===== src/opl3_settings.svh =====
`ifndef OPL3_SETTINGS_SVH
`define OPL3_SETTINGS_SVH

// ##########################################################################
// Register field widths.
// ##########################################################################
`define OPL3_FNUM_W     10  // Frequency number.
`define OPL3_BLOCK_W    3   // Octave.
`define OPL3_MULT_W     4   // Multiplier select.
`define OPL3_WS_W       2   // Waveform select.

// ##########################################################################
// Datapath and bus widths.
// ##########################################################################
`define OPL3_ENV_W      4   // Attenuation in shift steps.
`define OPL3_PHASE_W    20  // Phase accumulator.
`define OPL3_OUT_W      13  // Signed sample.
`define OPL3_VIB_IDX_W  13  // Vibrato LFO counter.
`define OPL3_ADDR_W     3
`define OPL3_DATA_W     8

// Operator constants.
`define OPL3_VIB_FNUM_SHIFT 7     // Vibrato depth taken from fnum MSBs.
`define OPL3_WAVE_BITS      10    // Phase bits fed to the shaper.
`define OPL3_WAVE_GAIN      3     // Left shift into the output range.
`define OPL3_SQUARE_AMP     4095  // Largest positive sample.

`endif


===== src/opl3_reg_pkg.sv =====
`default_nettype none

`include "opl3_settings.svh"

package opl3_reg_pkg;

    // Register field vectors.
    typedef logic [`OPL3_FNUM_W-1:0]  fnum_t;
    typedef logic [`OPL3_BLOCK_W-1:0] block_t;
    typedef logic [`OPL3_MULT_W-1:0]  mult_t;
    typedef logic [`OPL3_WS_W-1:0]    ws_field_t;

    // Write bus.
    typedef logic [`OPL3_ADDR_W-1:0]  reg_addr_t;
    typedef logic [`OPL3_DATA_W-1:0]  reg_data_t;

    // Address map.
    localparam reg_addr_t REG_FNUM_LO     = reg_addr_t'(0);  // fnum[7:0].
    localparam reg_addr_t REG_FNUM_HI_KEY = reg_addr_t'(1);  // fnum[9:8], block, restart.
    localparam reg_addr_t REG_MULT_VIB    = reg_addr_t'(2);  // mult, vib, dvb.
    localparam reg_addr_t REG_WAVE        = reg_addr_t'(3);  // ws.

endpackage

`default_nettype wire


===== src/opl3_op_pkg.sv =====
`default_nettype none

`include "opl3_settings.svh"

package opl3_op_pkg;

    typedef logic [`OPL3_PHASE_W-1:0]          phase_t;    // Phase and increment.
    typedef logic signed [`OPL3_OUT_W-1:0]     op_out_t;   // Output sample.
    typedef logic [`OPL3_ENV_W-1:0]            env_t;      // Shift steps.
    typedef logic [`OPL3_VIB_IDX_W-1:0]        vib_idx_t;  // LFO counter.

    // Decoded waveform select.
    typedef enum logic [`OPL3_WS_W-1:0] {
        WAVE_SAW    = 2'd0,  // Plain ramp.
        WAVE_HALF   = 2'd1,  // Positive half only.
        WAVE_ABS    = 2'd2,  // Rectified.
        WAVE_SQUARE = 2'd3   // Full scale by phase MSB.
    } waveform_e;

endpackage

`default_nettype wire


===== src/operator_regs.sv =====
`timescale 1ns/1ps
`default_nettype none

module operator_regs
    import opl3_reg_pkg::*;
(
    input  wire            clk,
    input  wire            arst_n,
    input  wire            wr_en,
    input  wire reg_addr_t wr_addr,
    input  wire reg_data_t wr_data,
    output fnum_t          fnum,
    output block_t         block,
    output mult_t          mult,
    output logic           vib,
    output logic           dvb,
    output ws_field_t      ws,
    output logic           key_restart
);

    // ######################################################################
    // Field registers.
    // ######################################################################
    always_ff @(posedge clk or negedge arst_n) begin
        if (!arst_n) begin
            fnum        <= '0;
            block       <= '0;
            mult        <= '0;
            vib         <= 1'b0;
            dvb         <= 1'b0;
            ws          <= '0;
            key_restart <= 1'b0;
        end else begin
            key_restart <= 1'b0;  // Single cycle pulse.
            if (wr_en) begin
                case (wr_addr)
                    REG_FNUM_LO: begin
                        fnum[7:0] <= wr_data;
                    end
                    REG_FNUM_HI_KEY: begin
                        fnum[9:8]   <= wr_data[1:0];
                        block       <= wr_data[4:2];
                        key_restart <= 1'b1;  // Key write restarts phase.
                    end
                    REG_MULT_VIB: begin
                        mult <= wr_data[3:0];
                        vib  <= wr_data[4];
                        dvb  <= wr_data[5];  // Deep vibrato.
                    end
                    REG_WAVE: begin
                        ws <= wr_data[1:0];
                    end
                    default: begin
                        // Unmapped address.
                    end
                endcase
            end
        end
    end

    // Back to back restarts only from back to back key writes.
    a_restart_pulse: assert property (
        @(posedge clk) disable iff (!arst_n)
        (key_restart && $past(key_restart))
            |-> $past(wr_en && (wr_addr == REG_FNUM_HI_KEY))
    ) else $error("key_restart held without a second key write");

endmodule

`default_nettype wire


===== src/nco.sv =====
`timescale 1ns/1ps
`default_nettype none

`include "opl3_settings.svh"

module nco
    import opl3_reg_pkg::*;
    import opl3_op_pkg::*;
(
    input  wire            clk,
    input  wire            arst_n,
    input  wire            en,
    input  wire phase_t    phase_inc,
    input  wire            key_restart,
    input  wire ws_field_t ws,
    input  wire env_t      env,
    output op_out_t        out
);

    localparam op_out_t AMP_POS = op_out_t'(`OPL3_SQUARE_AMP);
    localparam op_out_t AMP_NEG = op_out_t'(-`OPL3_SQUARE_AMP);

    phase_t                             phase;
    waveform_e                          wave;
    logic signed [`OPL3_WAVE_BITS-1:0]  top_bits;  // Phase MSBs as signed.
    op_out_t                            p;
    op_out_t                            neg_p;
    op_out_t                            shaped;

    // ######################################################################
    // Phase accumulator.
    // ######################################################################
    always_ff @(posedge clk or negedge arst_n) begin
        if (!arst_n)
            phase <= '0;
        else if (key_restart)
            phase <= '0;  // Restart wins over accumulate.
        else if (en)
            phase <= phase + phase_inc;
    end

    // ######################################################################
    // Waveform shaper.
    // ######################################################################
    always_comb begin
        wave     = waveform_e'(ws);
        top_bits = phase[`OPL3_PHASE_W-1 -: `OPL3_WAVE_BITS];
        p        = op_out_t'(top_bits) <<< `OPL3_WAVE_GAIN;  // Sign extended.
        neg_p    = -p;
        shaped   = p;
        case (wave)
            WAVE_SAW: begin
                shaped = p;
            end
            WAVE_HALF: begin
                shaped = (p < 0) ? '0 : p;  // Negative half muted.
            end
            WAVE_ABS: begin
                if (p < 0)
                    shaped = (neg_p < 0) ? AMP_POS : neg_p;  // -4096 saturates.
                else
                    shaped = p;
            end
            WAVE_SQUARE: begin
                shaped = phase[`OPL3_PHASE_W-1] ? AMP_NEG : AMP_POS;
            end
        endcase
    end

    // Attenuated sample, one cycle behind the phase.
    always_ff @(posedge clk or negedge arst_n) begin
        if (!arst_n)
            out <= '0;
        else
            out <= shaped >>> env;  // Arithmetic, keeps sign.
    end

    // Restart and sample in one cycle.
    a_restart_clears: assert property (
        @(posedge clk) disable iff (!arst_n)
        (key_restart && en) |=> (phase == '0)
    ) else $error("phase not cleared by restart during sample");

endmodule

`default_nettype wire


===== src/nco_control.sv =====
`timescale 1ns/1ps
`default_nettype none

`include "opl3_settings.svh"

module nco_control
    import opl3_reg_pkg::*;
    import opl3_op_pkg::*;
(
    input  wire            clk,
    input  wire            arst_n,
    input  wire            en,
    input  wire fnum_t     fnum,
    input  wire block_t    block,
    input  wire mult_t     mult,
    input  wire            vib,
    input  wire            dvb,
    input  wire ws_field_t ws,
    input  wire            key_restart,
    input  wire env_t      env,
    output op_out_t        out
);

    phase_t   pre_mult;      // fnum shifted by block.
    phase_t   post_mult;     // After multiplier table.
    phase_t   phase_inc_p0;
    phase_t   phase_inc;
    vib_idx_t vib_idx;
    vib_idx_t vib_idx_next;
    fnum_t    delta0;
    fnum_t    delta1;
    fnum_t    delta2;
    fnum_t    delta3;

    // ######################################################################
    // Increment pipeline. Four stages from fnum to phase_inc.
    // ######################################################################
    always_ff @(posedge clk or negedge arst_n) begin
        if (!arst_n) begin
            pre_mult     <= '0;
            post_mult    <= '0;
            phase_inc_p0 <= '0;
            phase_inc    <= '0;
        end else begin
            pre_mult <= phase_t'(fnum) << block;
            case (mult)
                4'h0:       post_mult <= pre_mult >> 1;  // One half.
                4'hA, 4'hB: post_mult <= phase_t'(pre_mult * 10);
                4'hC, 4'hD: post_mult <= phase_t'(pre_mult * 12);
                4'hE, 4'hF: post_mult <= phase_t'(pre_mult * 15);
                default:    post_mult <= pre_mult * mult;  // 1 to 9 direct.
            endcase
            phase_inc_p0 <= post_mult;  // Extra stage after the multiplier.
            if (vib)
                phase_inc <= phase_inc_p0 + phase_t'(delta3);  // Wraps mod 2^20.
            else
                phase_inc <= phase_inc_p0;
        end
    end

    // ######################################################################
    // Vibrato LFO. Steps once per sample.
    // ######################################################################
    always_ff @(posedge clk or negedge arst_n) begin
        if (!arst_n)
            vib_idx <= '0;
        else
            vib_idx <= vib_idx_next;
    end

    // Deviation follows the next count, so each sample sees its own index.
    always_comb begin
        vib_idx_next = en ? vib_idx + 1'b1 : vib_idx;
        delta0 = fnum >> `OPL3_VIB_FNUM_SHIFT;
        delta1 = (vib_idx_next[11:10] == 2'b11) ? delta0 >> 1 : delta0;  // Shallow quarter.
        delta2 = dvb ? delta1 : delta1 >> 1;  // Half depth without dvb.
        delta3 = vib_idx_next[12] ? ~delta2 : delta2;  // Second half inverted.
    end

    // Multiplier must be defined once out of reset.
    a_mult_known: assert property (
        @(posedge clk) disable iff (!arst_n) !$isunknown(mult)
    ) else $error("mult has unknown bits");

    nco u_nco (
        .clk         (clk),
        .arst_n      (arst_n),
        .en          (en),
        .phase_inc   (phase_inc),
        .key_restart (key_restart),
        .ws          (ws),
        .env         (env),
        .out         (out)
    );

endmodule

`default_nettype wire


===== src/operator_top.sv =====
`timescale 1ns/1ps
`default_nettype none

module operator_top
    import opl3_reg_pkg::*;
    import opl3_op_pkg::*;
(
    input  wire            clk,
    input  wire            arst_n,
    input  wire            wr_en,
    input  wire reg_addr_t wr_addr,
    input  wire reg_data_t wr_data,
    input  wire            sample_en,
    input  wire env_t      env,
    output op_out_t        out
);

    // Register fields into the phase path.
    fnum_t     fnum;
    block_t    block;
    mult_t     mult;
    logic      vib;
    logic      dvb;
    ws_field_t ws;
    logic      key_restart;

    operator_regs u_regs (
        .clk         (clk),
        .arst_n      (arst_n),
        .wr_en       (wr_en),
        .wr_addr     (wr_addr),
        .wr_data     (wr_data),
        .fnum        (fnum),
        .block       (block),
        .mult        (mult),
        .vib         (vib),
        .dvb         (dvb),
        .ws          (ws),
        .key_restart (key_restart)
    );

    nco_control u_nco_control (
        .clk         (clk),
        .arst_n      (arst_n),
        .en          (sample_en),
        .fnum        (fnum),
        .block       (block),
        .mult        (mult),
        .vib         (vib),
        .dvb         (dvb),
        .ws          (ws),
        .key_restart (key_restart),
        .env         (env),
        .out         (out)
    );

endmodule

`default_nettype wire


===== config.mk =====
export PLATFORM = sky130hd
export DESIGN_NAME = operator_top
export DESIGN_NICKNAME = d
export VERILOG_FILES = /design/src/opl3_reg_pkg.sv /design/src/opl3_op_pkg.sv /design/src/operator_regs.sv /design/src/nco.sv /design/src/nco_control.sv /design/src/operator_top.sv
export VERILOG_INCLUDE_DIRS = /design/src /design/src/src
export SDC_FILE = /design/constraint.sdc
export NUM_CORES = 1
export LEC_CHECK = 0
export ABC_AREA = 1
export BUFFER_PORTS_ARGS = -buffer_cell sky130_fd_sc_hd__buf_2
export CELL_PAD_IN_SITES_DETAIL_PLACEMENT = 1
export CELL_PAD_IN_SITES_GLOBAL_PLACEMENT = 2
export CORE_MARGIN = 2
export CORE_UTILIZATION = 39
export CTS_BUF_LIST = sky130_fd_sc_hd__clkbuf_8
export CTS_CLUSTER_SIZE = 28
export DETAILED_ROUTE_END_ITERATION = 7
export GPL_TIMING_DRIVEN = 0
export PLACE_DENSITY_LB_ADDON = 0.1
export SLEW_MARGIN = 20
export SYNTH_ARGS = -nofsm -noshare
export SYNTH_HDL_FRONTEND = slang
export SYNTH_SLANG_ARGS = --single-unit

===== constraint.sdc =====
create_clock -name clk -period 4.3 [get_ports clk]
set_clock_uncertainty 0.15 [all_clocks]
set_input_delay 0.215 -clock clk [delete_from_list [all_inputs] [get_ports clk]]
set_output_delay 0.215 -clock clk [all_outputs]
set_load 0.05 [all_outputs]

==> reports/qor.yml <==
yosys:
  synth_mux_area_frac: 0.00395
  synth_top_cells_by_count: "nand2_1, inv_1, nand3_1"
  yosysMostFrequentCell: "nand2_1"
  synth_nets: 2004
  synth-compound-area-share: 0.133
  synthSimpleGateAreaFrac: 0.260
  synth_top_area_share: 0.273
  ys_warn_count: 0
  synthArstFlopShare: 1.00
  syn_avg_cell_area_sq_um: 7.39
  synth_cell_type_count: 49
  synth_edf_count: 0
  synth_top_area_cell: "dfrtp_1"
  syn-instance-count: 1798
  synth_fa_ha_area_frac: 0.213
  synth-seq-cells: 145
  synth_xor_area_frac: 0.0358
  yosysSeqAreaShare: 0.273
  syn_area_sq_mm: 0.0133
  synth_area_leaders: "dfrtp_1, nand2_1, ha_1"
  synth_top_family_by_area: "simple AND/OR/NAND/NOR gates"
  synth_ff_type: "dfrtp_1"
layout:
  stdcell_area_sq_mm: 0.0146
  nNetsFinal: 2068
  syn_to_final_growth_pct: 9.84
  drive_above_1_share: 0.0672
  diodes: 0
cts:
  h-tree-depth: 4
  cts-root-buf: "clkbuf_8"
  clockBufferDepth: 2
  clock_sinks: 145
  cts_tree: "done"
  clk_latency_ns: 0.46
  cts.clk_slew.worst_paths_ns: 0.10
  cts_buffers: 17
place:
  placed_area_sq_mm: 0.0140
  dp_hpwl_mm: 32.1
  gp_congestion: 0.854
  io_buffers: 30
sta:
  max_slew_margin: 0.472
  slew_viol_final: 0
  period_needed_ns: 4.04
  max_freq_mhz: 248
  worst_pin_slew_ns: 0.786
  setup_viol_count_final: 0
  rsz0062_at_grt: "false"
  final.setup.tns_ns: 0
  period_share: 0.940
  hold_viol: 0
route:
  post-route-drc-count: 0
  vias: 12100
  drt_iter0_drc: 504
  routed_wl_mm: 38.6
  wl_per_cell_um: 16.6
  dr.pass1.iters: 5
  antenna_left: 0
  via_per_inst: 5.23
global_routing:
  grt_max_degree: 93
  met1_usage: 0.297
  antenna_found_initial: 2
  grtUsageMet2: 0.410
  grt_pass1_wl_mm: 65.5
  track_usage: 0.229
  grtUsageMet3: 0.0205
  grt.overflow.total: 0
  top_usage_layer: "met2"
  grt_pass1_vias: 12800
setup_path:
  worstPathRequired_ns: 4.41
  critPathLaunchType: "flop"
  crit_type: "reg -> reg"
  crit_arrival_ns: 4.15
  endpoint_kind: "flop"
  worstPathMaxFanout: 10
power:
  power_density_mw_per_mm2: 669
  p_leak_uw: 0.00778
  power_uw: 9760
  ir_drop_mv: 0.395
floorplanning:
  die_h_um: 189
  io_pins: 32
  placementRows: 67
  initial_core_util: 0.396
  die_area_sq_mm: 0.0356
  die_w_um: 189
  coreArea_sq_mm: 0.0335
job:
  max_cap_violations: 0
run_status:
  outcome: "finished clean"
min_path:
  min_path_type: "in -> reg"
## cells in the final DEF (no fill, tap or decap), types with 5 or more instances in the layout
master	Yosys	final
nand2_1	488	488
inv_1	240	240
nand3_1	155	155
dfrtp_1	145	136
o21ai_0	126	126
ha_1	122	122
a21oi_1	109	108
nor2_1	87	87
fa_1	65	65
buf_2	3	32
xor2_1	28	28
clkbuf_1	29	23
nand4_1	22	22
xnor2_1	20	20
nor3_1	18	18
clkbuf_8	0	17
or2_2	15	15
dlygate4sd3_1	0	13
o21bai_1	11	11
o21ai_1	12	11
o22ai_1	10	10
dfrtp_2	0	8
inv_2	7	7
a31oi_1	7	7
a21o_1	6	6
o211ai_1	6	6
buf_4	0	6
nand3b_1	5	5
inv_6	0	5
inv_8	0	5
## sequential cells by signal, indices dropped and copies added (netlist names)
signal,count
u_nco_control.phase_inc,20
u_nco_control.phase_inc_p0,20
u_nco_control.post_mult,20
u_nco_control.u_nco.phase,20
u_nco_control.pre_mult,17
u_nco_control.u_nco.out,13
u_nco_control.vib_idx,13
u_regs.fnum,10
u_regs.mult,4
u_regs.block,3
u_regs.ws,2
u_regs.dvb,1
u_regs.key_restart,1
u_regs.vib,1
## report_power, final
group          switching, uW  internal (uW)  total (uW)
Sequential               504           1810        2310
Combinational           4140           2280        6420
Clock                    608            430        1040
## cell type report
| cell class | instances | area [sq um] |
|---|---|---|
| tap | 448 | 561 |
| multi-input combinational | 1367 | 8590 |
| buffer | 30 | 121 |
| inverter | 251 | 942 |
| clock inverter | 15 | 143 |
| timing repair buffer | 50 | 363 |
| fill | 4306 | 18900 |
| sequential | 145 | 3640 |
| clock buffer | 17 | 234 |
## worst max-delay path, cell delays in order, from the launching register on
cell and delay, ns:
dfrtp_1 0.68, inv_1 0.27, fa_1 0.50, fa_1 0.51
inv_1 0.04, ha_1 0.36, a21oi_1 0.27, o21ai_0 0.17
a221oi_1 0.32, nand3_1 0.12, nand3_1 0.19, nand4_1 0.24
## stage by stage
stage	hold slack (ns)	util	cells	worst slack (ns)
2_1_floorplan	-0.231	-	1798	0.534
6_report	0.0400	0.435	2323	0.260
5_1_grt	0.0732	0.435	2323	0.00561
4_1_cts	0.00944	0.433	2318	0.0146
3_3_place_gp	0.181	0.418	2276	-0.414
3_5_place_dp	0.0174	0.419	2277	-0.413
## final timing paths
kind | from | end | slack (ns) | depth (start not counted)
min reg2reg | u_nco_control.post_mult[14]$_DFF_PN0_ | u_nco_control.phase_inc_p0[14]$_DFF_PN0_ | 0.20 | 0
max reg2reg | u_nco_control.pre_mult[9]$_DFF_PN0_ | u_nco_control.post_mult[17]$_DFF_PN0_ | 0.26 | 11
min | wr_addr[1] | u_regs.vib$_DFFE_PN0P_ | 0.04 | 4
min in group asynchronous | arst_n | u_nco_control.vib_idx[6]$_DFFE_PN0P_ | 0.10 | 2
max in group asynchronous | arst_n | u_nco_control.u_nco.out[4]$_DFF_PN0_ | 3.10 | 3
max | u_nco_control.pre_mult[9]$_DFF_PN0_ | u_nco_control.post_mult[17]$_DFF_PN0_ | 0.26 | 11
## metal layers
metal / vias to the layer above / wire, um
met4: 0 / 532
met2: 101 / 19300
met5: - / 0
li1: 6040 / -
met1: 5974 / 18100
met3: 32 / 654
## timing repair
action	CTS	global route
hold endpoints to repair	171	0
buffers inserted	0	6
hold buffers	13	0
gates resized for setup	3	13
pin swaps	0	1
endpoints found under the setup margin	11	14
## logic make-up (layout without fill, tap and decap cells)
| group | after synthesis | after routing |
|---|---|---|
| AND/OR/NAND/NOR | 808 | 808 |
| AO/OA/AOI/OAI | 317 | 317 |
| buffers and inverters | 286 | 363 |
| adder cells (fa/ha/maj) | 187 | 187 |
| flip-flops | 145 | 145 |
| XOR/XNOR | 50 | 50 |
| multiplexers | 5 | 5 |
Power figures use the tool's default switching activity.
